## config.mk

```make
export PLATFORM = sky130hd
export DESIGN_NAME = tap_decoder
export DESIGN_NICKNAME = d
export VERILOG_FILES = /design/src/tap_decoder.sv
export VERILOG_INCLUDE_DIRS = /design/src
export SDC_FILE = /design/constraint.sdc
export NUM_CORES = 1
export LEC_CHECK = 0
export BUFFER_PORTS_ARGS = -buffer_cell sky130_fd_sc_hd__buf_4
export CORE_ASPECT_RATIO = 1.25
export CORE_MARGIN = 2
export CORE_UTILIZATION = 35
export CTS_BUF_LIST = sky130_fd_sc_hd__clkbuf_4 sky130_fd_sc_hd__clkbuf_8 sky130_fd_sc_hd__clkbuf_16
export DETAILED_ROUTE_END_ITERATION = 12
export MAX_ROUTING_LAYER = met4
export PLACE_DENSITY_LB_ADDON = 0.2
export SLEW_MARGIN = 20
export SYNTH_ARGS = -nofsm -noshare
export SYNTH_HDL_FRONTEND = slang
export SYNTH_SLANG_ARGS = --single-unit
```

## constraint.sdc

```tcl
create_clock -name tck -period 2.5 [get_ports tck]
set_input_delay 0.75 -clock tck [delete_from_list [all_inputs] [get_ports tck]]
set_output_delay 0.75 -clock tck [all_outputs]
set_load 0.005 [all_outputs]
```

## src/graph_settings.svh

```systemverilog
`ifndef GRAPH_SETTINGS_SVH
`define GRAPH_SETTINGS_SVH

// Node indices arrive already mapped into 0 .. GRAPH_MAX_NODES-1
`define GRAPH_MAX_NODES 64

// Total edges the adjacency map can hold
`define GRAPH_MAX_EDGES 128

// Path count wraps modulo 2^GRAPH_RESULT_WIDTH
`define GRAPH_RESULT_WIDTH 16

// One DR update carries one byte
`define GRAPH_BYTE_WIDTH 8

`endif

```

## src/tap_decoder.sv

```systemverilog
`timescale 1ns/1ps
`default_nettype none
`include "graph_settings.svh"

module tap_decoder (
    input  wire                          tck,
    input  wire                          rst_n_i,
    input  wire                          test_logic_reset_i,
    input  wire                          ir_is_user_i,
    input  wire                          shift_dr_i,
    input  wire                          update_dr_i,
    input  wire                          tdi_i,
    output logic                         byte_valid_o,
    output logic [`GRAPH_BYTE_WIDTH-1:0] byte_data_o
);

    logic [`GRAPH_BYTE_WIDTH-1:0] shift_q;

    // TDI enters at the top, so the first bit ends in bit 0
    always_ff @(posedge tck) begin
        if (!rst_n_i || test_logic_reset_i) begin
            shift_q <= '0;
        end else if (shift_dr_i && ir_is_user_i) begin
            shift_q <= {tdi_i, shift_q[`GRAPH_BYTE_WIDTH-1:1]};
        end
    end

    always_ff @(posedge tck) begin
        if (!rst_n_i) begin
            byte_valid_o <= 1'b0;
        end else begin
            byte_valid_o <= update_dr_i && ir_is_user_i;
        end
    end

    always_ff @(posedge tck) begin
        if (update_dr_i && ir_is_user_i) begin
            byte_data_o <= shift_q;
        end
    end

endmodule

`default_nettype wire

```

; Word-level counts from Yosys, hierarchy flattened
; Index checks and enable logic that the tools add are counted.
; W data, S select, Z words.
[word_totals]
register_bits = 17
word_cells = 7
[classes]
reduce_logical = 4
[ops]
columns = op, count
row1 = $logic_and A1 B1 Y1, 2
row2 = $logic_not A1 Y1, 1
row3 = $logic_or A1 B1 Y1, 1

; Logic depth before layout (Yosys ltp)
[depth]
word_depth = 2
mapped_depth = 4
ltp_nobuf = 2

; Worst setup path before layout
; OpenSTA, ideal clock, no wires.
[synth_path]
kind = input port to flip-flop
startpoint = in ir_is_user_i
endpoint = reg byte_data_o[0] (enable)
t_arrival_ns = 1.296
required_time_ns = 2.168
setup_slack_ns = 0.872
cell_stages = 3
path_buffers = 2
path_cell_list = buf_4 buf_4 and2_1
[synth_between]
elab_chain_cells = 1
[synth_lines]
columns = item, line_no
row1 = "start, declared", tap_decoder.sv:9  ; input wire ir_is_user_i,
row2 = $logic_and A1 B1 Y1, tap_decoder.sv:37  ; if (update_dr_i && ir_is_user_i) begin
row3 = "end signal, assigned", tap_decoder.sv:38  ; byte_data_o <= shift_q;
row4 = "end, declared", tap_decoder.sv:14  ; output logic [`GRAPH_BYTE_WIDTH-1:0] byte_data_o
; Every way passes these cells.
; A chain may end at the register's enable or synchronous reset.

; Worst setup path in the final report
[layout_path]
startpoint = reg byte_data_o[7]
endpoint = out byte_data_o[7]
; No word-level cell between the ends.

==> reports/metrics.yaml <==
timing:
  rsz0062_at_grt: "no"
  tns_ns: 0
  finalCriticalPeriod_ns: 1.54
  period_share: 0.618
  final_max_slew_viol_count: 0
  final-hold-violation-count: 0
  worst_pin_slew_ns: 0.359
  finalSetupViolations: 0
  slew_headroom: 0.761
  finClkSkew_ns: 0.00113
  clock.fmax_mhz: 647
setup_path:
  cp_slowest_cell: "edfxtp_1"
  cp_max_fo: 1
  cp.arrival_ns: 0.79
  endpoint_kind: "primary output"
  required_ns: 1.75
  critPathLaunchType: "flip-flop"
  cpLargestDelayFamily: "flip-flops"
  critPathBufInv: 1
  crit_type: "reg -> out"
  crit_chain: "buf_4"
  cpPeakStageDelay_ns: 0.37
yosys:
  syn_nets: 56
  synth-compound-area-share: 0.196
  postSynthAreaPerCell_um2: 13.3
  syn_inst: 49
  synth_xor_area_frac: 0
  synth_adder_area_share: 0
  ys_ff_latch: 17
  seq_area_frac_synth: 0.645
  synth_simple_gate_area_frac: 0.0902
  ys_warn_count: 0
  synth_top_family_by_area: "compound AO/OA/AOI/OAI gates"
  syn_area_um2: 652
  synthMuxAreaShare: 0
  synth_cell_type_count: 14
clock_network:
  numCtsBuffers: 3
  clk_pin_slew_worst_paths_ns: 0.10
  cts_tree: "yes"
  cts-resized-gates: 0
  clock-sinks: 17
  hold_buffers: 0
  htreeDepth: 1
  insertion_delay_ns: 0.29
  post_cts_buffers: 0
  clock_path_buffers: 2
  cts_root_buf: "clkbuf_4"
global_routing:
  grt_util_met1: 0.114
  antenna_found_initial: 0
  grt_pass1_vias: 320
  grt_pass1_wl_mm: 1.48
  grt_max_degree: 19
  grt_use_total: 0.0995
  grt.overflow.total: 0
  gr-usage-met2: 0.133
  busiest_layer: "met2"
  grtUsageMet3: 0.0138
final_layout:
  layout_commonest_cell: "buf_4"
  multi_input_area_um2: 186
  fill_cells: 183
  drive_above_1_share: 0.429
  seq_area_um2: 420
  syn_to_final_growth_pct: 18.6
  fin_nets: 71
  antenna_cells: 0
  final_cell_mix: "buf_4, dfxtp_1, nand3_1, edfxtp_1"
pwr:
  vdd.ir_drop.worst_mv: 0.214
  leakage_nw: 0.290
  p_per_area_nw_per_um2: 622
  p_total_w: 0.000481
placement:
  routabilityCongestion: 0.675
  port_buffers: 15
floorplanning:
  start_util: 0.369
  die-area_um2: 2230
  fp.dieH_um: 52.3
  core_um2: 1770
  num_io_pins: 16
  row_count: 17
  die_x_um: 42.6
route:
  vias: 395
  postRouteWirelength_um: 901
  drt_iter0_markers: 4
  firstDrtPassIters: 4
  ant_nets: 0
  drc_errors: 0
  viasPerCell: 4.82
  wl_per_cell_um: 11.0
outcome:
  outcome: "finished clean"
flow_run:
  drv_cap: 0
hold_path:
  hp-class: "reg -> reg"
-- worst paths after layout --
path / cells past startpoint / to / slack (ns) / startpoint
max: 1 / byte_data_o[7] / 0.96 / byte_data_o[7]$_DFFE_PP_
min: 0 / byte_data_o[0]$_DFFE_PP_ / 0.44 / shift_q[0]$_SDFFE_PP0P_
max reg2reg: 2 / shift_q[3]$_SDFFE_PP0P_ / 1.72 / shift_q[3]$_SDFFE_PP0P_
min reg2reg: 0 / byte_data_o[0]$_DFFE_PP_ / 0.44 / shift_q[0]$_SDFFE_PP0P_
-- metrics by stage --
step	cell area [um^2]	worst slack (ns)	hold WS, ns	utilization	std cells
6_report	773	0.956	0.441	0.438	82
5_1_grt	773	0.913	0.477	0.438	82
4_1_cts	773	0.947	0.446	0.438	82
3_5_place_dp	743	0.857	0.419	0.421	78
3_3_place_gp	743	0.881	0.411	0.421	78
2_1_floorplan	652	0.872	0.399	-	49
-- routing by layer --
metal  wire, um  share of wire
met5          0              0
met4         50          0.055
met3         41          0.046
met2        373           0.41
met1        435           0.48
-- Yosys cell counts --
library cell / n / area (um^2)
buf_6: 1 / 11.3
and3_1: 1 / 6.26
buf_8: 1 / 15.0
nand2b_1: 1 / 6.26
edfxtp_1: 8 / 240
a21bo_1: 2 / 20.0
and2_1: 1 / 6.26
dfxtp_1: 9 / 180
a21bo_2: 6 / 60.1
a21oi_1: 6 / 30.0
nand3_1: 8 / 40.0
buf_4: 2 / 15.0
a21oi_2: 2 / 17.5
buf_1: 1 / 3.75
-- cell families after synthesis --
family,count (synthesis)
flip-flops,17
buffers and inverters,5
AND/OR/NAND/NOR,11
AO/OA/AOI/OAI,16
-- registers in the layout (all words and copies together) (netlist names) --
name	count
byte_data_o	8
shift_q	8
byte_valid_o	1
-- power breakdown --
group / internal (W) / switching [W]
Combinational: 0.0000128 / 0.0000149
Sequential: 0.000295 / 0.00000119
Clock: 0.0000729 / 0.0000846
Total: 0.000380 / 0.000101
-- area by class of cell --
type | instances | area share
clock buffer | 4 | 0.0388
multi-input combinational | 27 | 0.241
sequential | 17 | 0.544
tap | 19 | 0.0307
timing repair buffer | 15 | 0.146
Power figures use the tool's default switching activity.
