### src/graph_settings.svh
`ifndef GRAPH_SETTINGS_SVH
`define GRAPH_SETTINGS_SVH

// Node indices arrive already mapped into 0 .. GRAPH_MAX_NODES-1
`define GRAPH_MAX_NODES 64

// Total edges the adjacency map can hold
`define GRAPH_MAX_EDGES 128

// Path count wraps modulo 2^GRAPH_RESULT_WIDTH
`define GRAPH_RESULT_WIDTH 16

// One DR update carries one byte
`define GRAPH_BYTE_WIDTH 8

`endif

### src/graph_pkg.sv
`default_nettype none
`include "graph_settings.svh"

package graph_pkg;

    typedef logic [$clog2(`GRAPH_MAX_NODES)-1:0] node_t;
    typedef logic [$clog2(`GRAPH_MAX_EDGES)-1:0] edge_idx_t;
    typedef logic [`GRAPH_RESULT_WIDTH-1:0]      count_t;

    // One bit wider than an index, so a full graph still fits
    typedef logic [$clog2(`GRAPH_MAX_NODES):0] node_cnt_t;

    // Every stored edge could land on the same node
    typedef logic [$clog2(`GRAPH_MAX_EDGES):0] deg_t;

    typedef enum logic [`GRAPH_BYTE_WIDTH-1:0] {
        OP_EDGE  = 8'h01,
        OP_START = 8'h02,
        OP_END   = 8'h03,
        OP_DONE  = 8'h04
    } opcode_e;

    typedef struct packed {
        node_t src;
        node_t dst;
    } edge_s;

    typedef struct packed {
        node_t     start_node;
        node_t     end_node;
        node_cnt_t node_cnt;
    } graph_info_s;

    typedef struct packed {
        node_t node;
    } query_s;

    typedef struct packed {
        node_t dst;
        logic  last;
        logic  empty;
    } reply_s;

    // Ready sits in bit 0 so it is the first bit on TDO
    typedef struct packed {
        count_t count;
        logic   ready;
    } result_s;

    typedef enum logic [2:0] {
        PS_OPCODE,
        PS_EDGE_SRC,
        PS_EDGE_DST,
        PS_START,
        PS_END
    } parse_state_e;

    typedef enum logic [2:0] {
        WS_IDLE,
        WS_SEED,
        WS_POP,
        WS_QUERY,
        WS_REPLY,
        WS_DONE
    } walk_state_e;

endpackage

`default_nettype wire

### src/indegree_list.sv
`timescale 1ns/1ps
`default_nettype none
`include "graph_settings.svh"

module indegree_list (
    input  wire                    tck,
    input  wire                    rst_n_i,
    input  wire                    edge_valid_i,
    input  wire graph_pkg::edge_s  edge_i,
    input  wire                    dec_valid_i,
    input  wire graph_pkg::node_t  dec_node_i,
    input  wire graph_pkg::node_t  rd_node_i,
    output graph_pkg::deg_t        dec_degree_o,
    output graph_pkg::deg_t        rd_degree_o
);

    graph_pkg::deg_t deg_q [`GRAPH_MAX_NODES];

    // Edges raise the destination count, the walker lowers it
    always_ff @(posedge tck) begin
        if (!rst_n_i) begin
            for (int i = 0; i < `GRAPH_MAX_NODES; i++) begin
                deg_q[i] <= '0;
            end
        end else begin
            for (int i = 0; i < `GRAPH_MAX_NODES; i++) begin
                deg_q[i] <= deg_q[i]
                    + graph_pkg::deg_t'(edge_valid_i && edge_i.dst == graph_pkg::node_t'(i))
                    - graph_pkg::deg_t'(dec_valid_i && dec_node_i == graph_pkg::node_t'(i));
            end
        end
    end

    // Both ports answer one cycle after the request
    always_ff @(posedge tck) begin
        dec_degree_o <= deg_q[dec_node_i] - 1'b1;
        rd_degree_o  <= deg_q[rd_node_i];
    end

    a_no_underflow: assert property (@(posedge tck) disable iff (!rst_n_i)
        dec_valid_i |-> deg_q[dec_node_i] != '0);

endmodule

`default_nettype wire

### config.mk
export PLATFORM = sky130hd
export DESIGN_NAME = indegree_list
export DESIGN_NICKNAME = d
export VERILOG_FILES = /design/src/graph_pkg.sv /design/src/indegree_list.sv
export VERILOG_INCLUDE_DIRS = /design/src
export SDC_FILE = /design/constraint.sdc
export NUM_CORES = 2
export LEC_CHECK = 0
export BUFFER_PORTS_ARGS = -buffer_cell sky130_fd_sc_hd__buf_4
export CELL_PAD_IN_SITES_DETAIL_PLACEMENT = 1
export CELL_PAD_IN_SITES_GLOBAL_PLACEMENT = 2
export CORE_MARGIN = 2
export CORE_UTILIZATION = 40
export CTS_CLUSTER_SIZE = 14
export DETAILED_ROUTE_END_ITERATION = 10
export MAX_ROUTING_LAYER = met4
export PLACE_DENSITY = 0.8
export SYNTH_ARGS = -nofsm -noshare
export SYNTH_HDL_FRONTEND = slang
export SYNTH_SLANG_ARGS = --single-unit
### constraint.sdc
create_clock -name tck -period 4.4 [get_ports tck]
set_clock_uncertainty 0.05 [all_clocks]
set_input_delay 0.66 -clock tck [delete_from_list [all_inputs] [get_ports tck]]
set_output_delay 0.66 -clock tck [all_outputs]
set_load 0.005 [all_outputs]
Word-level counts from Yosys, hierarchy flattened

Memories as Yosys holds them, arrays and structs flattened. A register that Yosys moved wholly into a read port is not among the register bits.
Cells that the tools add are included.

Bits in registers: 8
Memory bits (writable): 512
Input port bits: 28
Output and inout port bits: 16
Memories kept: 1

Memory list:

| memory | depth | width | rd ports | clocked after memory_dff | wr ports | line                | RTL |
|---|---|---|---|---|---|---|---|
| deg_q  | 64    | 8     | 66       | 1                        | 64       | indegree_list.sv:17 | `` graph_pkg::deg_t deg_q [`GRAPH_MAX_NODES]; `` |

Add/sub/neg operators: 129
Equal/unequal tests: 126
Mux-type cells: 66
Bitwise operators: 64
Reduce and logical (&&, ||, !) cells: 130

Operators with widths:

| cell                                                                  | count |
|---|---|
| 8-bit by 1-bit adder with 8-bit output                                | 64 |
| 8-bit two-way mux                                                     | 64 |
| 8-bit by 1-bit subtractor with 8-bit output                           | 64 |
| 6-bit equality test, second input constant                            | 64 |
| 6-bit by 5-bit equality test with 1-bit output, second input constant | 32 |
| 1-bit logical AND                                                     | 128 |
| 6-bit by 4-bit equality test with 1-bit output, second input constant | 16 |
| 1-bit bitwise OR                                                      | 64 |
| 6-bit by 3-bit equality test with 1-bit output, second input constant | 8 |
| 6-bit by 2-bit equality test with 1-bit output, second input constant | 4 |
| 6-bit by 1-bit equality test with 1-bit output, second input constant | 2 |
| 6-bit zero test                                                       | 2 |
| 8-bit by 1-bit subtractor with 8-bit output, second input constant    | 1 |
| 1-bit two-way mux                                                     | 2 |

Longest topological paths before layout

Word-level depth: 5
Mapped depth: 21
Mapped depth without buffers: 16

Least setup slack after synthesis

Ideal clock, no wire load.

Path type: input-to-reg
From: input dec_node_i[1]
To: memory deg_q[14][6] (netlist name)
Data arrival time: 3703 ps
Required time: 4235 ps
Slack: 532 ps
Stages: 20
Buffers on the path: 4
Cell sequence: buf_4 buf_2 buf_2 buf_1 nor2b_1 nand2_1 nor2_1 ha_1 inv_1 ha_1 inv_1 fa_1 nor2b_1 o21ai_0 nand2b_1 a21oi_1 nor2_1 nor2_1 xnor2_1 and2_1

RTL lines:

| what            | line                | RTL |
|---|---|---|
| start, declared | indegree_list.sv:11 | `input wire graph_pkg::node_t dec_node_i,` |
| end, declared   | indegree_list.sv:17 |  |

==> metrics.cfg <==
[final_layout]
finalNetCount = 4921
fin_util = 0.4427
multi_input_area_sq_um = 27370
seqCellArea_sq_um = 10570
nFillCells = 11576
area_growth_pct = 10.21
drive_gt1_frac = 0.1167

[power]
switchingPower_mw = 8.074
peakVddDrop_v = 0.0003255
clockPowerShare = 0.262
power.density_nw_per_um2 = 502.3
leakage_nw = 18.65
combPwrFrac = 0.441
cell_internal_pwr_mw = 14.87
switching_share = 0.3518
seq_power_share = 0.297

[setup_path]
reg2reg_depth = 8
cp.arrival_ps = 3920
critPathKind = primary input to register
rrSetupSlack_ps = 1540
max_stage_delay_ps = 430
cp-start-kind = primary input
reg2reg_to = dec_degree_o[4]
r2r-start = deg_q[58][1]
required_ps = 4860
crit_path_end_kind = register
slowest_stage = nand3_1
crit_top_cell = a21oi_1
worstPathMaxFanout = 13
path_cells = buf_4, nor2b_4, nand3_1, nor2_1, ha_1, inv_1, ha_1, a21o_1, a21oi_1, o21bai_1, a21oi_1, o21bai_1, a21oi_1, xnor2_1, and2_1

[cts]
post_cts_buffers = 0
post_cts_resize_count = 0
clkSinkCount = 528
cts_made_buffers = 71
cts.htree.levels = 3
cts.clk_slew.worst_paths_ps = 50
clk_path_buf_depth = 3
clk_latency_ps = 640
cts_hold_buf = 0
cts-root-buf = clkbuf_16
cts_tree = done

[outcome]
status = finished, final reports clean

[timing]
hold_viol = 0
fin_tns_setup_ps = 0
fin_crit_sh = 0.7854
tightest_slew_ps = 867.1
rsz0062_at_grt = no
setup-violations-final = 0
period_needed_ps = 3456
maxSlewViolCount = 0
fmax_mhz = 289.4
slew_headroom = 0.4219
hold_ws_ps = 476.2
fin_ws_ps = 944.2

[detailed_routing]
drt_iter0_markers = 1677
vias_per_cell = 5.334
drtPass1Iterations = 6
routed_wl_um = 120900
drtAntennaViolNets = 0
vias = 30714
wl_per_cell_um = 21.00
drc_errors = 0

[synth]
async_reset_ff_frac = 0
yosys-top-cells-count = inv_1 (755), dfxtp_1 (528), ha_1 (513)
synth_seq_cells = 528
postSynthCellCount = 4314
synth_top_area_frac = 0.2550
synth_top_cell_by_area = dfxtp_1
ys.flop_type = dfxtp_1
synth_seq_area_share = 0.2550
synth_edf_count = 0
synth.distinct_cells = 41
syn-num-nets = 4919
syn-mean-instance-area_sq_um = 9.608
syn_area_sq_um = 41450
synth_most_common_cell = inv_1
ys_top_cells_by_area = dfxtp_1 (26%), mux4_2 (16%), ha_1 (15%), inv_1 (6.8%), xnor2_1 (6.8%)
synth_warnings = 0

[job]
maxCapViolCount = 0

[grt]
grt_pass1_vias = 33132
antenna_found_initial = 8
grt_max_degree = 115
gr-usage-all-layers = 0.2383
grt_overflow = 0
grt_pass1_wl_um = 189100

[worst_hold_path]
min_from = rd_node_i[5]
min_to = rd_degree_o[7]
holdPathStages = 2
hold_path_class = primary input to register

[floorplan]
chipHeight_um = 325.9
start_util = 0.4017
pin_count = 44
die_area_sq_um = 106200
core-area_sq_um = 103200
die_w_um = 325.9
rows = 118

[place]
dp_slack_ps = 339.8
place.gp.congestion = 0.9193
hpwl_um = 93040
io_buffer_count = 37

## worst max-delay path: cells and delay by family
family          cells  cell delay (ps)
buf+inv             2              270
compound gates      6             1130
simple gates        4             1260
xor+xnor            1               90
fa+ha+maj           2              500
## state kept, by name, indices dropped and copies added, names as in the netlist
name,flops
dec_degree_o,8
deg_q,512
rd_degree_o,8
## through the flow
step	total power, mW	area [sq um]	cells
floorplan	14.74	41450	4314
global placement	16.69	43300	5623
detailed placement	17.09	43300	5623
CTS	23.27	45670	5752
global route	24.73	45680	5756
finish	22.95	45690	5758
## cells in the final DEF, fill, tap and decap left out, types with 5 or more instances in the layout
| cell | synthesis | layout |
|---|---|---|
| a211oi_1 | 5 | 5 |
| a21o_1 | 64 | 64 |
| a21oi_1 | 287 | 287 |
| a221oi_1 | 5 | 5 |
| a22o_1 | 6 | 6 |
| a22oi_1 | 44 | 44 |
| and2_1 | 413 | 413 |
| buf_12 | 2 | 12 |
| buf_4 | 4 | 64 |
| clkbuf_1 | 96 | 15 |
| clkbuf_16 | 0 | 73 |
| clkbuf_8 | 0 | 23 |
| clkinv_2 | 0 | 12 |
| dfxtp_1 | 528 | 528 |
| diode_2 | 0 | 6 |
| fa_1 | 64 | 64 |
| ha_1 | 513 | 513 |
| inv_1 | 755 | 755 |
| mux4_2 | 301 | 301 |
| nand2_1 | 25 | 25 |
| nand2b_1 | 52 | 52 |
| nand3_1 | 13 | 13 |
| nor2_1 | 257 | 256 |
| nor2b_1 | 158 | 156 |
| nor3b_1 | 50 | 50 |
| nor4_1 | 5 | 5 |
| o21ai_0 | 50 | 50 |
| o21bai_1 | 142 | 142 |
| xnor2_1 | 322 | 322 |
| xor2_1 | 82 | 82 |
## cells by family (layout without fill, tap and decap cells)
logic type | Yosys count | in the layout | share of synthesized area
xor+xnor | 404 | 404 | 0.08536
flops | 528 | 528 | 0.2550
mux | 301 | 301 | 0.1635
other cells | 0 | 6 | 0
fa+ha+maj | 577 | 577 | 0.1858
simple gates | 991 | 991 | 0.1353
buf+inv | 907 | 965 | 0.08515
compound gates | 606 | 606 | 0.08986
## routing by layer
| layer | vias up | global-route usage | wire, um |
|---|---|---|---|
| li1 | 14439 | - | - |
| met1 | 15621 | 0.2897 | 52020 |
| met2 | 494 | 0.4032 | 59350 |
| met3 | 160 | 0.04774 | 6428 |
| met4 | 0 | 0.06071 | 3124 |
| met5 | - | - | 0 |
## power by group through the flow
stage	clock network (mW)	logic (mW)	registers, mW
finish	6.01	10.1	6.82
global placement	0	9.82	6.87
CTS	6.17	10.3	6.83
detailed placement	0	10.2	6.92
global route	6.35	11.4	6.98
floorplan	0	8.17	6.57
## final cells by class
class                           count  area share
Antenna cell                        6   0.0003286
Clock buffer                      107     0.04694
Clock inverter                     22    0.005039
Inverter                          755     0.06203
Multi-Input combinational cell   2879      0.5992
Sequential cell                   528      0.2314
Tap cell                         1380     0.03779
Timing Repair Buffer               81     0.01731
## worst max path at each step
stage	cells past startpoint	end	start
2_1_floorplan	20	deg_q[14][6]	dec_node_i[1]
3_3_place_gp	15	deg_q[11][7]	dec_node_i[1]
3_5_place_dp	15	deg_q[11][7]	dec_node_i[1]
4_1_cts	15	deg_q[11][7]	dec_node_i[1]
5_1_grt	15	deg_q[11][7]	dec_node_i[1]
6_report	15	deg_q[39][7]	dec_node_i[2]
Note: power is estimated with default switching activity, not from simulation.
