[src/graph_settings.svh]
`ifndef GRAPH_SETTINGS_SVH
`define GRAPH_SETTINGS_SVH

// Node indices arrive already mapped into 0 .. GRAPH_MAX_NODES-1
`define GRAPH_MAX_NODES 64

// Total edges the adjacency map can hold
`define GRAPH_MAX_EDGES 128

// Path count wraps modulo 2^GRAPH_RESULT_WIDTH
`define GRAPH_RESULT_WIDTH 16

// One DR update carries one byte
`define GRAPH_BYTE_WIDTH 8

`endif

[src/graph_pkg.sv]
`default_nettype none
`include "graph_settings.svh"

package graph_pkg;

    typedef logic [$clog2(`GRAPH_MAX_NODES)-1:0] node_t;
    typedef logic [$clog2(`GRAPH_MAX_EDGES)-1:0] edge_idx_t;
    typedef logic [`GRAPH_RESULT_WIDTH-1:0]      count_t;

    // One bit wider than an index, so a full graph still fits
    typedef logic [$clog2(`GRAPH_MAX_NODES):0] node_cnt_t;

    // Every stored edge could land on the same node
    typedef logic [$clog2(`GRAPH_MAX_EDGES):0] deg_t;

    typedef enum logic [`GRAPH_BYTE_WIDTH-1:0] {
        OP_EDGE  = 8'h01,
        OP_START = 8'h02,
        OP_END   = 8'h03,
        OP_DONE  = 8'h04
    } opcode_e;

    typedef struct packed {
        node_t src;
        node_t dst;
    } edge_s;

    typedef struct packed {
        node_t     start_node;
        node_t     end_node;
        node_cnt_t node_cnt;
    } graph_info_s;

    typedef struct packed {
        node_t node;
    } query_s;

    typedef struct packed {
        node_t dst;
        logic  last;
        logic  empty;
    } reply_s;

    // Ready sits in bit 0 so it is the first bit on TDO
    typedef struct packed {
        count_t count;
        logic   ready;
    } result_s;

    typedef enum logic [2:0] {
        PS_OPCODE,
        PS_EDGE_SRC,
        PS_EDGE_DST,
        PS_START,
        PS_END
    } parse_state_e;

    typedef enum logic [2:0] {
        WS_IDLE,
        WS_SEED,
        WS_POP,
        WS_QUERY,
        WS_REPLY,
        WS_DONE
    } walk_state_e;

endpackage

`default_nettype wire

[src/adjacency_map.sv]
`timescale 1ns/1ps
`default_nettype none
`include "graph_settings.svh"

module adjacency_map (
    input  wire                     tck,
    input  wire                     rst_n_i,
    input  wire                     edge_valid_i,
    input  wire graph_pkg::edge_s   edge_i,
    input  wire                     query_valid_i,
    input  wire graph_pkg::query_s  query_i,
    output logic                    reply_valid_o,
    output graph_pkg::reply_s       reply_o
);

    graph_pkg::edge_idx_t head_q [`GRAPH_MAX_NODES];
    graph_pkg::edge_idx_t next_q [`GRAPH_MAX_EDGES];
    graph_pkg::node_t     dst_q  [`GRAPH_MAX_EDGES];
    // Slot is the last entry of its list
    logic                 tail_q [`GRAPH_MAX_EDGES];

    logic [`GRAPH_MAX_NODES-1:0]       head_vld_q;
    logic [$clog2(`GRAPH_MAX_EDGES):0] edge_cnt_q;
    graph_pkg::edge_idx_t              slot;

    logic                 walk_q;
    logic                 pending_q;
    logic                 empty_q;
    graph_pkg::edge_idx_t ptr_q;

    assign slot = graph_pkg::edge_idx_t'(edge_cnt_q);

    always_ff @(posedge tck) begin
        if (!rst_n_i) begin
            head_vld_q <= '0;
            edge_cnt_q <= '0;
        end else if (edge_valid_i) begin
            head_vld_q[edge_i.src] <= 1'b1;
            edge_cnt_q             <= edge_cnt_q + 1'b1;
        end
    end

    // Push onto the front of the source list
    always_ff @(posedge tck) begin
        if (edge_valid_i) begin
            head_q[edge_i.src] <= slot;
            next_q[slot]       <= head_q[edge_i.src];
            tail_q[slot]       <= !head_vld_q[edge_i.src];
            dst_q[slot]        <= edge_i.dst;
        end
    end

    always_ff @(posedge tck) begin
        if (!rst_n_i) begin
            walk_q        <= 1'b0;
            pending_q     <= 1'b0;
            reply_valid_o <= 1'b0;
        end else begin
            reply_valid_o <= walk_q;
            if (query_valid_i) begin
                walk_q    <= 1'b1;
                pending_q <= 1'b1;
            end else if (walk_q && (empty_q || tail_q[ptr_q])) begin
                walk_q <= 1'b0;
            end
            if (reply_valid_o && reply_o.last) begin
                pending_q <= 1'b0;
            end
        end
    end

    // Head lookup in the query cycle, then one list entry per cycle
    always_ff @(posedge tck) begin
        if (query_valid_i) begin
            ptr_q   <= head_q[query_i.node];
            empty_q <= !head_vld_q[query_i.node];
        end else if (walk_q) begin
            ptr_q <= next_q[ptr_q];
        end
        if (walk_q) begin
            reply_o.dst   <= dst_q[ptr_q];
            reply_o.last  <= empty_q || tail_q[ptr_q];
            reply_o.empty <= empty_q;
        end
    end

    a_one_query: assert property (@(posedge tck) disable iff (!rst_n_i)
        query_valid_i |-> !pending_q);

    a_edge_room: assert property (@(posedge tck) disable iff (!rst_n_i)
        edge_valid_i |-> edge_cnt_q < `GRAPH_MAX_EDGES);

endmodule

`default_nettype wire

[config.mk]
export PLATFORM = sky130hd
export DESIGN_NAME = adjacency_map
export DESIGN_NICKNAME = d
export VERILOG_FILES = /design/src/graph_pkg.sv /design/src/adjacency_map.sv
export VERILOG_INCLUDE_DIRS = /design/src
export SDC_FILE = /design/constraint.sdc
export NUM_CORES = 2
export LEC_CHECK = 0
export BUFFER_PORTS_ARGS = -buffer_cell sky130_fd_sc_hd__buf_2
export CAP_MARGIN = 20
export CORE_MARGIN = 3
export CORE_UTILIZATION = 56
export DETAILED_ROUTE_END_ITERATION = 8
export PLACE_DENSITY = 0.68
export SETUP_SLACK_MARGIN = 0.02
export SYNTH_ARGS = -nofsm -noshare
export SYNTH_HDL_FRONTEND = slang
export SYNTH_SLANG_ARGS = --single-unit
[constraint.sdc]
create_clock -name tck -period 4.3 [get_ports tck]
set_input_delay 0.43 -clock tck [delete_from_list [all_inputs] [get_ports tck]]
set_output_delay 0.43 -clock tck [all_outputs]
set_load 0.005 [all_outputs]
== Word level (Yosys, flattened, before mapping) ==
Memories as Yosys holds them, arrays and structs flattened. A register that Yosys moved wholly into a read port is not among the register bits.
Index checks and enable logic that the tools add are counted.

* Flip-flop bits (word level): 84
* Bits in writable memories: 2240
* Bits of input ports: 22
* Output and inout port bits: 9
* Logic and storage cells: 38
* Memories kept: 4

* $add $sub $neg: 1
* Order comparisons: 3
* Mux-type cells: 14
* Bitwise logic cells: 1
* Reduce and logical (&&, ||, !) cells: 7

{| class="wikitable"
|+ Memories
! name !! depth !! bits a word !! rd ports !! clocked after Yosys merged registers in !! wr ports !! RTL line !! RTL
|-
| next_q || 128 || 7 || 1 || 1 || 1 || adjacency_map.sv:17 || <nowiki>graph_pkg::edge_idx_t next_q [`GRAPH_MAX_EDGES];</nowiki>
|-
| dst_q || 128 || 6 || 1 || 1 || 1 || adjacency_map.sv:18 || <nowiki>graph_pkg::node_t dst_q [`GRAPH_MAX_EDGES];</nowiki>
|-
| head_q || 64 || 7 || 2 || 0 || 1 || adjacency_map.sv:16 || <nowiki>graph_pkg::edge_idx_t head_q [`GRAPH_MAX_NODES];</nowiki>
|-
| tail_q || 128 || 1 || 1 || 1 || 1 || adjacency_map.sv:20 || <nowiki>logic tail_q [`GRAPH_MAX_EDGES];</nowiki>
|}

{| class="wikitable"
|+ Operators by type and width
! kind !! number
|-
| $or A64 B64 Y64 || 1
|-
| $mux W7 || 4
|-
| $lt A6 B7 Y1 const B || 2
|-
| $bmux W1 S6 || 2
|-
| $add A8 B1 Y8 const B || 1
|-
| $mux W1 || 7
|-
| $demux W1 S6 || 1
|-
| $ge A6 B1 Y1 const B || 1
|-
| $reduce_bool A2 Y1 || 2
|-
| $logic_and A1 B1 Y1 || 2
|-
| $logic_not A1 Y1 || 2
|-
| $logic_or A1 B1 Y1 || 1
|}

== Longest topological paths before layout ==
* Depth after elaboration: 5
* Mapped depth: 12

== Worst setup path after synthesis ==
Ideal clock, no wire load.

* Path type: in2reg
* Start: input port edge_i[6] (netlist name)
* End: memory next_q[0][2] (netlist name), data pin
* Library setup time: 0.511 ns
* Arrival: 3.454 ns
* Data required time: 3.789 ns
* Path slack: 0.335 ns
* Stages: 8
* Buffers on the path: 3
* Cell sequence: clkbuf_1 nor3b_1 clkbuf_1 clkbuf_1 a22oi_1 a31oi_1 nor4_1 nand2_1

* Cells in the longest elaborated chain, start to end: 1

{| class="wikitable"
|+ Ends and longest elaborated chain
! element !! RTL line !! RTL
|-
| start, declared || adjacency_map.sv:9 || <nowiki>input wire graph_pkg::edge_s edge_i,</nowiki>
|-
| $mem_v2 Z64 W7 || - ||
|-
| end, declared || adjacency_map.sv:17 ||
|}

No other way between the ends.

==> flow_summary.yaml <==
outcome:
  status: "completed"
logic_synthesis:
  ys_ff_latch: 2336
  avgSynthCellArea_um2: 20.5
  seq_area_frac_synth: 0.746
  synth_ff_type: "edfxtp_1"
  yosysWarnings: 0
  synth_cell_type_count: 69
  synth_edf_count: 2256
  synth_cells: 4532
  async_reset_ff_frac: 0
  syn_nets: 4555
  netlist_area_mm2: 0.0929
sta:
  setup_viol: 0
  timing.final.hold_violations: 0
  relSlewSlack: 0.241
  fmax_mhz: 282
  rsz0062_at_grt: "no"
  maxSlewViolCount: 0
  tightest_slew_ps: 1130
  finClkSkew_ps: 41.5
  fin_crit_ps: 3540
  finalSetupTns_ps: 0
  post-route-period-util: 0.824
  holdWs_ps: 98.2
critical_path:
  reg2reg_depth: 8
  cp-end-kind: "flop"
  worstPathRequired_ps: 5060
  path_max_fanout: 29
  worstSetupPathType: "reg -> reg"
  crit_arrival_ps: 4310
  r2r_setup_slack_ps: 760
  critPathLaunchType: "flop"
placement:
  dp.final_hpwl_um: 151000
  dp.cells: 6784
  numPortBuffers: 30
  gp_congestion: 0.901
  dpl_cell_area_mm2: 0.0974
die:
  ios: 31
  die-area_mm2: 0.171
  rows: 148
  start_util: 0.567
  core_mm2: 0.164
  die_w_um: 413
  die_h_um: 413
clocking:
  clk_latency_ps: 870
  numClockSinks: 2336
  cts_resized: 0
  numCtsBuffers: 227
  clk_pin_slew_ps: 60
  cts-root-buf: "clkbuf_16"
  cts_max_level: 4
  tritoncts: "done"
  cts_buffer_depth: 3
worst_hold_path:
  whs_path_depth: 2
  hp-class: "in -> reg"
  min_from: "query_valid_i"
detailed_routing:
  drtIter0Drc: 7142
  antenna_left: 0
  vias_per_cell: 6.83
  drc: 0
  wl_per_cell_um: 33.6
  detail_route.first_pass.iterations: 8
  vias: 49200
  routed_wl_um: 242000
pwr:
  p_leak_nw: 33.4
  peakVddDrop_v: 0.000587
  powerDensity_mw_per_mm2: 507
  total_power_w: 0.0532
flow_run:
  drv_cap: 0
grt:
  grt_pass1_wl_um: 351000
  grt.overflow.total: 0
  grt_max_degree: 129
  grt_pass1_vias: 48600
  antenna_found_initial: 5
  grt.total_usage: 0.288
layout:
  fin_area_mm2: 0.105
  finalNetCount: 4864
  drive_above_1_share: 0.268
  syn2layout_area_growth_pct: 12.8
  stdcell_count: 7208
  n_fill_cell: 11000
[synth_stat cells (all sizes together) (9+ instances only)]
library cell,number,area share
edfxtp,2256,0.73
mux4,583,0.14
nor2,226,0.0091
a22oi,156,0.013
mux2i,156,0.017
clkbuf,154,0.0062
buf,139,0.011
nand2,90,0.0036
dfxtp,80,0.017
a221oi,77,0.0073
a22o,76,0.0072
o22ai,73,0.0049
o21a,65,0.0053
a31oi,55,0.0037
o221ai,40,0.0039
nor3,39,0.0021
nor4,35,0.0024
o21ai,28,0.0015
a21oi,26,0.0014
nand3,21,0.0011
nor2b,21,0.0014
nand2b,14,0.00094
a211oi,13,0.0010
nand4,12,0.00081
and2,11,0.00074
or2,9,0.00061
[power by group]
part | internal, W | total [W] | switching (W) | leakage (nW)
Sequential | 0.0252 | 0.0255 | 0.000287 | 21.6
Clock | 0.0111 | 0.0196 | 0.00855 | 3.59
Combinational | 0.00340 | 0.00807 | 0.00467 | 8.21
[cell usage in the layout, fill, tap and decap left out, types with 7 or more instances in the layout]
cell type   synthesis  routed
edfxtp_1         2256    2256
mux4_2            583     583
buf_4              29     308
clkbuf_16           0     227
nor2_1            226     221
a22oi_1           156     156
mux2i_1           156     156
nand2_1            90      83
a221oi_1           77      77
a22o_1             76      76
o22ai_1            73      73
dfxtp_1            80      68
o21a_1             65      65
a31oi_1            55      55
clkinv_1            1      55
clkinv_2            0      44
buf_12              2      39
o221ai_1           38      38
nor3_1             39      36
clkbuf_1          154      32
nor4_1             34      29
a21oi_1            26      26
bufinv_16           0      22
buf_2              45      22
nand3_1            21      21
nor2b_1            21      19
o21ai_1            18      18
nand2b_1           14      14
a211oi_1           13      13
nand4_1            12      12
clkinvlp_4          0      12
o21ai_0            10      10
dfxtp_2             0      10
and2_1             10       9
clkinv_4            0       9
nand2_4             0       7
[worst max-delay path by stage]
stage	end	slack, ps
2_1_floorplan	next_q[0][2]$_DFFE_PP_	340
3_3_place_gp	next_q[10][2]$_DFFE_PP_	-390
3_5_place_dp	next_q[10][2]$_DFFE_PP_	190
4_1_cts	flop	860
5_1_grt	flop	650
6_report	flop	760
[cell type report]
type                            instances  area (um^2)  area share
Multi-Input combinational cell       1898        22100       0.211
Inverter                                5         18.8    0.000179
Timing Repair Buffer                  373         3250      0.0310
Clock buffer                          263         5860      0.0558
Antenna cell                            1         2.50   0.0000239
Sequential cell                      2336        69400       0.662
Clock inverter                        157         1520      0.0145
Tap cell                             2175         2720      0.0260
[sequential cells by signal, indices dropped and copies added (netlist names), named ones only]
name and count:
reply_o 8, ptr_q 7, edge_cnt_q 7, head_q 448, reply_valid_o 1, next_q 896
tail_q 128, empty_q 1, dst_q 768, head_vld_q 64, walk_q 1
[worst max-delay path, cell delays in order, from the launching register on]
cell and delay, ps:
dfxtp_4 730, buf_12 350, mux4_2 290, nor2_1 40
a221oi_1 440, o21ai_1 240, nor4_1 800, nand4_1 270
o221ai_1 250
[metrics by stage]
step                utilization  setup slack [ps]
CTS                       0.640               857
floorplan                     -               335
detailed placement        0.595               190
global placement          0.595              -387
global route              0.640               650
finish                    0.640               756
[repair_timing]
item,4_1_cts,5_1_grt
buffers inserted,0,0
hold endpoints to repair,56,0
hold buffers,3,0
setup endpoints to repair,0,0
[per-layer routing]
metal,global-route usage,up-vias,wire length [um]
met1,0.410,25900,92900
met4,0.105,2,9610
met5,0,-,13
li1,-,19900,-
met3,0.0582,459,24400
met2,0.448,2972,115000
[cells by family (layout without fill, tap and decap cells)]
group,Yosys count,count (layout),synth area share
AO/OA/AOI/OAI,633,633,0.0510
other,0,1,0
flip-flops,2336,2336,0.746
multiplexers,745,745,0.159
buffers and inverters,298,798,0.0176
AND/OR/NAND/NOR,515,515,0.0260
XOR/XNOR,4,4,0.000377
adder cells (fa/ha/maj),1,1,0.000135
Note: power is estimated with default switching activity, not from simulation.
