===== src/graph_settings.svh =====
`ifndef GRAPH_SETTINGS_SVH
`define GRAPH_SETTINGS_SVH

// Node indices arrive already mapped into 0 .. GRAPH_MAX_NODES-1
`define GRAPH_MAX_NODES 64

// Total edges the adjacency map can hold
`define GRAPH_MAX_EDGES 128

// Path count wraps modulo 2^GRAPH_RESULT_WIDTH
`define GRAPH_RESULT_WIDTH 16

// One DR update carries one byte
`define GRAPH_BYTE_WIDTH 8

`endif


===== src/graph_pkg.sv =====
`default_nettype none
`include "graph_settings.svh"

package graph_pkg;

    typedef logic [$clog2(`GRAPH_MAX_NODES)-1:0] node_t;
    typedef logic [$clog2(`GRAPH_MAX_EDGES)-1:0] edge_idx_t;
    typedef logic [`GRAPH_RESULT_WIDTH-1:0]      count_t;

    // One bit wider than an index, so a full graph still fits
    typedef logic [$clog2(`GRAPH_MAX_NODES):0] node_cnt_t;

    // Every stored edge could land on the same node
    typedef logic [$clog2(`GRAPH_MAX_EDGES):0] deg_t;

    typedef enum logic [`GRAPH_BYTE_WIDTH-1:0] {
        OP_EDGE  = 8'h01,
        OP_START = 8'h02,
        OP_END   = 8'h03,
        OP_DONE  = 8'h04
    } opcode_e;

    typedef struct packed {
        node_t src;
        node_t dst;
    } edge_s;

    typedef struct packed {
        node_t     start_node;
        node_t     end_node;
        node_cnt_t node_cnt;
    } graph_info_s;

    typedef struct packed {
        node_t node;
    } query_s;

    typedef struct packed {
        node_t dst;
        logic  last;
        logic  empty;
    } reply_s;

    // Ready sits in bit 0 so it is the first bit on TDO
    typedef struct packed {
        count_t count;
        logic   ready;
    } result_s;

    typedef enum logic [2:0] {
        PS_OPCODE,
        PS_EDGE_SRC,
        PS_EDGE_DST,
        PS_START,
        PS_END
    } parse_state_e;

    typedef enum logic [2:0] {
        WS_IDLE,
        WS_SEED,
        WS_POP,
        WS_QUERY,
        WS_REPLY,
        WS_DONE
    } walk_state_e;

endpackage

`default_nettype wire


===== src/tap_encoder.sv =====
`timescale 1ns/1ps
`default_nettype none

module tap_encoder (
    input  wire                     tck,
    input  wire                     rst_n_i,
    input  wire                     test_logic_reset_i,
    input  wire                     ir_is_user_i,
    input  wire                     capture_dr_i,
    input  wire                     shift_dr_i,
    input  wire graph_pkg::result_s result_i,
    output logic                    tdo_o
);

    logic [$bits(graph_pkg::result_s)-1:0] shift_q;

    // Bit 0 drives TDO, so ready leaves first and the count follows LSB first
    always_ff @(posedge tck) begin
        if (!rst_n_i || test_logic_reset_i) begin
            shift_q <= '0;
        end else if (ir_is_user_i && capture_dr_i) begin
            shift_q <= result_i;
        end else if (ir_is_user_i && shift_dr_i) begin
            shift_q <= {1'b0, shift_q[$bits(graph_pkg::result_s)-1:1]};
        end
    end

    assign tdo_o = shift_q[0];

endmodule

`default_nettype wire


===== config.mk =====
export PLATFORM = sky130hd
export DESIGN_NAME = tap_encoder
export DESIGN_NICKNAME = d
export VERILOG_FILES = /design/src/graph_pkg.sv /design/src/tap_encoder.sv
export VERILOG_INCLUDE_DIRS = /design/src
export SDC_FILE = /design/constraint.sdc
export NUM_CORES = 1
export LEC_CHECK = 0
export BUFFER_PORTS_ARGS = -buffer_cell sky130_fd_sc_hd__buf_2
export CELL_PAD_IN_SITES_DETAIL_PLACEMENT = 0
export CELL_PAD_IN_SITES_GLOBAL_PLACEMENT = 1
export CORE_ASPECT_RATIO = 1.4
export CORE_MARGIN = 4
export CORE_UTILIZATION = 41
export CTS_BUF_LIST = sky130_fd_sc_hd__clkbuf_8
export DETAILED_ROUTE_END_ITERATION = 6
export PLACE_DENSITY = 0.89
export SLEW_MARGIN = 10
export SYNTH_ARGS = -nofsm -noshare
export SYNTH_HDL_FRONTEND = slang
export SYNTH_SLANG_ARGS = --single-unit

===== constraint.sdc =====
create_clock -name tck -period 1.5 [get_ports tck]
set_clock_uncertainty 0.2 [all_clocks]
set_input_delay 0.075 -clock tck [delete_from_list [all_inputs] [get_ports tck]]
set_output_delay 0.075 -clock tck [all_outputs]
set_load 0.02 [all_outputs]

======== Yosys cells after proc, flatten, opt, wreduce, memory -nomap -nowiden ========
Index checks and enable logic that the tools add are counted.
cells by class
  reductions and logical operators ........ 5
  muxes and demuxes ....................... 2
operators with widths
  kind                 count
  $mux W17             2
  $logic_and A1 B1 Y1  2
  $reduce_bool A2 Y1   1
  $logic_not A1 Y1     1
  $logic_or A1 B1 Y1   1
word-level totals
  bits of input ports ..................... 23
  output and inout port bits .............. 1
  register bits after elaboration ......... 17

======== Depth between registers and ports, before layout ========
Gate-level depths: netlist of the first run.
  depth after elaboration ................. 3
  mapped depth ............................ 5
  depth with buffers taken out ............ 3

======== Worst setup path after synthesis of the first run ========
Ideal clock, no wire load.
  kind .................................... in2reg
  start ................................... input capture_dr_i
  end ..................................... register shift_q[0] in the netlist's numbering
  slack ................................... 0.561 ns
  stages on the path ...................... 4
  required time ........................... 1.184 ns
  path buffers ............................ 1
  setup time .............................. 0.116 ns
  data arrival time ....................... 0.623 ns
  cells stage by stage .................... o21a_4 > buf_12 > o221ai_2 > nor2_1
between the ends
  word-level cells in the longest chain between the ends .. 2
  elaborated cells between the ends (all ways) .. 3
ends and longest elaborated chain
  what                                                   RTL line           RTL
  start, declared                                        tap_encoder.sv:9   input wire capture_dr_i,
  $logic_and A1 B1 Y1 *                                  tap_encoder.sv:21  end else if (ir_is_user_i && capture_dr_i) begin
  $mux W17 / $reduce_bool A2 Y1 (equally long branches)  -
  end signal, assigned                                   tap_encoder.sv:22  shift_q <= result_i;
  end signal, assigned                                   tap_encoder.sv:24  shift_q <= {1'b0, shift_q[$bits(graph_pkg::result_s)-1:1]};
  end, declared                                          tap_encoder.sv:15  logic [$bits(graph_pkg::result_s)-1:0] shift_q;
Mark *: on every way between the ends. The rest lies on a longest branch, timed or not.
A chain may end at the register's enable or synchronous reset.

======== Worst setup path after layout of the first run ========
  start ................................... input result_i[16] in the netlist's numbering
  end ..................................... register shift_q[16] in the netlist's numbering
between the ends
  word-level cells in the longest chain between the ends .. 1
ends and longest elaborated chain
  what             RTL line           RTL
  start, declared  tap_encoder.sv:11  input wire graph_pkg::result_s result_i,
  $mux W17         tap_encoder.sv:21
No other way between the ends.

==> run_results.csv, run 1 <==
group,metric,value,unit
run_status,status,"finished clean",
synthesis,postSynthAreaPerCell,10.1,µm²
critical_path,cp.arrival,1390,ps
power_and_ir_drop,leakage,0.478,nW
critical_path,r2r_cells,2,
detailed_routing,drc,0,
power_and_ir_drop,intPower,734,µW
layout,syn2layout_area_growth,41.3,%
synthesis,synth_area,776,µm²
critical_path,critPathCaptureType,"register",
timing,post-route-period-util,96.4,%
layout,final_common_cell,"nor2_1",
floorplanning,ios,24,
grt,grt_pass1_wl,2620,µm
critical_path,cp_max_fo,1,
grt,overflow,0,
critical_path,worstPathCellList,"dlygate4sd3_1 > buf_2 > nand3_1 > dlygate4sd3_1 > a21boi_1",
layout,largest_register,"shift_q",
timing,slew_viol_final,0,
synthesis,synth_seq_cells,17,
power_and_ir_drop,p_seq_share,49.9,%
synthesis,async_reset_ff_share,0,%
critical_path,critPathKind,"input pin to register",
grt,grt_pass1_vias,625,
synthesis,yosys_warnings,0,
critical_path,crit_slowest_cell,"dlygate4sd3_1",
critical_path,regToRegSetupSlack,630,ps
critical_path,crit_buf_inv,3,
timing,worst_pin_slew,403,ps
floorplanning,initial_core_util,43.6,%
detailed_routing,wire_per_inst,11.9,µm
timing,min_period,1450,ps
synthesis,synth.yosys.seq_area_share,43.9,%
floorplanning,dieWidth,44.8,µm
layout,drive_gt1_share,34.5,%
layout,final-instance-count-excl-fill,139,
clocking,root_buffer,"clkbuf_8",
detailed_routing,drt_iter0_markers,12,
critical_path,start_kind,"input pin",
layout,mostFrequentLayoutCells,"32 x nor2_1, 23 x buf_2, 18 x dlygate4sd3_1, 17 x dfxtp_1, 9 x o221ai_2",
critical_path,required,1440,ps
detailed_routing,vias_per_cell,5.04,
clocking,clk_latency,250,ps
clocking,clockBufferDepth,2,
detailed_routing,dr.pass1.iters,4,
layout,reg_top3,"shift_q x17",
synthesis,post-synth-top-area-cell,"dfxtp_1",
critical_path,path_delay_family,"buffers and inverters",
hold_path,min_path_cells,4,
run,cap_violations,0,
floorplanning,std_cell_rows,18,
layout,final_area,1100,µm²
place,placedCellCount,117,
clocking,htreeDepth,1,
place,place_hpwl,1060,µm
grt,grtUsageTotal,13.4,%
critical_path,path_depth,5,
floorplanning,core,1780,µm²
place,placed_cell_area,870,µm²
detailed_routing,wirelength,1650,µm
timing,fmax,692,MHz
timing,setup-violations-final,0,
detailed_routing,ant_nets,0,
synthesis,ys.flop_type,"dfxtp_1",
place,gp_congestion,0.629,
clocking,path_clk_slew,70,ps
layout,nNetsFinal,143,
power_and_ir_drop,power_frac_clock,34.8,%
clocking,cts_tree,"done",
synthesis,synth.distinct_cells,15,
critical_path,critPathMaxStageDelay,540,ps
place,numPortBuffers,23,
synthesis,netlist.area_leader.share,43.9,%
clocking,cts-buffers-inserted,3,
synthesis,syn-instance-count,77,
grt,antenna_found_initial,0,
power_and_ir_drop,switching_share,23.9,%
critical_path,crit_top_cell,"dlygate4sd3_1",
synthesis,syn-num-nets,100,
power_and_ir_drop,p_per_area,881,nW/µm²
timing,rsz0062_at_grt,"no",
synthesis,synth_area_leaders,"dfxtp_1 44%, o221ai_2 17%, nor2_1 15%, o221ai_1 7.9%, buf_12 2.6%",
power_and_ir_drop,switching_power,231,µW
clocking,cts_setup_buffers,0,
timing,setup_tns,0,ps
power_and_ir_drop,ir_drop,602,µV
detailed_routing,num_vias,700,
synthesis,synth_edf_count,0,
grt,grt_max_degree,18,
floorplanning,die_h,59.5,µm
timing,hold_viol_final,0,
floorplanning,die_area,2660,µm²
timing,slew_headroom,73.0,%
layout,diodes,0,
power_and_ir_drop,p_comb_share,15.4,%
layout,largest_reg_flops,17,
clocking,clkSinkCount,17,
hold_path,min_path_type,"input pin to register",
cell usage after synthesis (2+ instances only):
cell,n
buf_4,2
dfxtp_1,17
o221ai_2,9
o221ai_1,7
nor2_1,32
area by class of cell:
type	count	area, µm²
clock buffers	3	41.3
fillers	163	683
well taps	20	25.0
flip-flops and latches	17	340
clock inverters	1	5.00
multi-input cells	55	374
repair buffers	43	310
per-stage QoR:
step / hold slack (ps) / power [mW] / setup slack (ps) / util, %
after floorplan: 31.0 / 0.570 / 561 / -
after global placement: 161 / 0.603 / 336 / 48.9
after detailed placement: 165 / 0.605 / 330 / 48.9
after CTS: 59.9 / 0.977 / 53.8 / 61.6
after global routing: 89.6 / 1.02 / 1.85 / 61.6
final: 70.1 / 0.965 / 54.1 / 61.6
kinds of logic after synthesis:
group / after synthesis / share of synthesized area, %
AND/OR/NAND/NOR: 37 / 20.0
AO/OA/AOI/OAI: 18 / 28.2
flip-flops: 17 / 43.9
buffers and inverters: 5 / 7.90
power by group through the flow:
stage / Clock [mW] / Sequential, mW / Combinational, mW
2_1_floorplan: 0 / 0.490 / 0.0794
3_3_place_gp: 0 / 0.491 / 0.112
3_5_place_dp: 0 / 0.492 / 0.114
4_1_cts: 0.348 / 0.481 / 0.148
5_1_grt: 0.373 / 0.483 / 0.162
6_report: 0.336 / 0.481 / 0.148
layer usage:
layer | GRT usage (%) | part of all wire [%] | up-vias
li1 | - | - | 364
met1 | 15.4 | 42 | 304
met2 | 21.8 | 49 | 28
met3 | 2.74 | 7.2 | 4
met4 | 9.05 | 1.3 | 0
met5 | 0 | 0 | -
timing repair:
action / CTS / global route
resized for setup: 0 / 1
endpoints found under the hold margin: 17 / 0
setup endpoints to repair: 0 / 1
hold buffers: 18 / 0
worst min-delay path, cell delays in order:
cell      delay (ps)
buf_2            110
nand3b_2         160
nor2_1            60
nor2_1            80
worst paths after layout:
| check | startpoint | end |
|---|---|---|
| setup / recovery | result_i[16] | shift_q[16] |
| hold / removal | shift_dr_i | shift_q[8] |
| setup reg to reg | shift_q[10] | shift_q[9] |
| hold reg to reg | shift_q[16] | shift_q[16] |
Power figures use the tool's default switching activity.
==> run 2, diff against run 1 <==
Settings changed: CORE_UTILIZATION 41 to 38, PLACE_DENSITY 0.89 to 0.84.
Clock period 1.5 ns to 1.6 ns, I/O delays scaled along.
==> run 2 against run 1 <==
Net effect:
- hold slack barely moved
- utilization fell by 5.3 points
- combinational power fell by 6%
- first-iteration DRC count rose by 25%
- setup slack improved by 87 ps
- wire length rose by 2.2%
- global-route usage rose by 0.20 points
- final cell count rose by 0.72%
- via count rose by 3.3%
- clock power fell by 6.2%
- highest routed layer is now met3
==> run_results.csv, run 2 (synthesized netlist as in run 1, its figures left out) <==
group,metric,value,unit
clocking,cts.repair.resized,0,
place,numPortBuffers,23,
timing,worst_pin_slew,411,ps
clocking,cts-buffers-inserted,3,
grt,grt_max_degree,18,
run_status,status,"finished clean",
grt,grt_pass1_vias,726,
critical_path,critPathKind,"input pin to register",
grt,grtUsageTotal,13.6,%
floorplanning,die_area,2840,µm²
place,place_hpwl,1080,µm
clocking,clkSinkCount,17,
detailed_routing,drc,0,
power_and_ir_drop,ir_drop,570,µV
timing,setup-violations-final,0,
floorplanning,dieWidth,46.2,µm
critical_path,critPathCaptureType,"register",
layout,drive_gt1_share,34.5,%
timing,hold_viol_final,0,
floorplanning,core,1950,µm²
clocking,path_clk_slew,70,ps
layout,diodes,0,
critical_path,crit_path_start,"result_i[16]",
critical_path,required,1570,ps
floorplanning,initial_core_util,39.8,%
layout,mostFrequentLayoutCells,"32 x nor2_1, 23 x buf_2, 18 x dlygate4sd3_1, 17 x dfxtp_1, 9 x o221ai_2",
power_and_ir_drop,leakage,0.477,nW
clocking,cts_tree,"done",
layout,final_common_cell,"nor2_1",
timing,fmax,685,MHz
critical_path,start_kind,"input pin",
detailed_routing,wire_per_inst,12.1,µm
layout,final_area,1100,µm²
layout,reg_top3,"shift_q x17",
floorplanning,ios,24,
layout,nNetsFinal,143,
clocking,clk_latency,250,ps
critical_path,r2r_cells,2,
critical_path,timing.rr.start,"shift_q[10]",
timing,min_period,1460,ps
run,cap_violations,0,
clocking,htreeDepth,1,
layout,largest_reg_flops,17,
layout,largest_register,"shift_q",
clocking,cts_setup_buffers,0,
timing,post-route-period-util,91.2,%
hold_path,min_path_cells,4,
timing,setup_tns,0,ps
hold_path,min_from,"shift_dr_i",
grt,antenna_found_initial,0,
detailed_routing,ant_nets,0,
detailed_routing,dr.pass1.iters,4,
detailed_routing,wirelength,1690,µm
grt,grt_pass1_wl,2870,µm
critical_path,cp-endpoint,"shift_q[16]",
detailed_routing,num_vias,723,
timing,slew_viol_final,0,
timing,slew_headroom,72.5,%
floorplanning,std_cell_rows,19,
detailed_routing,drt_iter0_markers,15,
critical_path,reg2reg_to,"shift_q[9]",
critical_path,cp_max_fo,1,
hold_path,min_path_type,"input pin to register",
place,gp_congestion,0.655,
power_and_ir_drop,p_per_area,825,nW/µm²
clocking,clockBufferDepth,2,
grt,overflow,0,
critical_path,regToRegSetupSlack,730,ps
layout,syn2layout_area_growth,41.5,%
clocking,root_buffer,"clkbuf_8",
timing,whs,69.9,ps
place,placed_cell_area,871,µm²
critical_path,cp.arrival,1430,ps
timing,rsz0062_at_grt,"no",
floorplanning,die_h,61.5,µm
detailed_routing,vias_per_cell,5.16,
[run 2: final cells by class]
type	instances	area (µm²)
fillers	190	852
multi-input cells	55	374
flip-flops and latches	17	340
repair buffers	43	310
clock buffers	3	41.3
well taps	21	26.3
clock inverters	1	5.00
[run 2: worst min-delay path by stage]
stage / to / slack (ps)
detailed placement: shift_q[16] / 160
global placement: shift_q[16] / 170
global route: shift_q[10] / 100
CTS: shift_q[7] / 70
floorplan: shift_q[16] / 40
finish: shift_q[7] / 70
[run 2: power breakdown]
part | switching [mW] | internal, mW | leakage, nW
Combinational | 0.0639 | 0.0749 | 0.313
Clock | 0.143 | 0.172 | 0.0255
Sequential | 0.0104 | 0.441 | 0.139
[run 2: worst max-delay path, stage by stage]
cell	delay, ps
dlygate4sd3_1	520
buf_2	90
nand3_1	60
dlygate4sd3_1	550
a21boi_0	130
[run 2: repair_timing]
item                                    in CTS  in global routing
endpoints found under the setup margin       0                  0
hold buffers                                18                  0
hold endpoints to repair                    17                  0
[run 2: metrics by stage]
stage | utilization, % | std cells | power (mW) | setup WS [ps]
4_1_cts | 56.3 | 140 | 0.918 | 154
5_1_grt | 56.3 | 140 | 0.959 | 45.9
6_report | 56.3 | 140 | 0.905 | 141
2_1_floorplan | - | 77 | 0.534 | 656
3_3_place_gp | 44.7 | 118 | 0.565 | 436
3_5_place_dp | 44.7 | 118 | 0.568 | 417
[run 2: metal layers]
metal | vias to the layer above | GRT usage (%) | share of wire [%]
met2 | 28 | 24.4 | 52
li1 | 364 | - | -
met4 | 0 | 6.10 | 0
met5 | - | 0 | 0
met3 | 0 | 2.63 | 7.0
met1 | 331 | 15.0 | 41
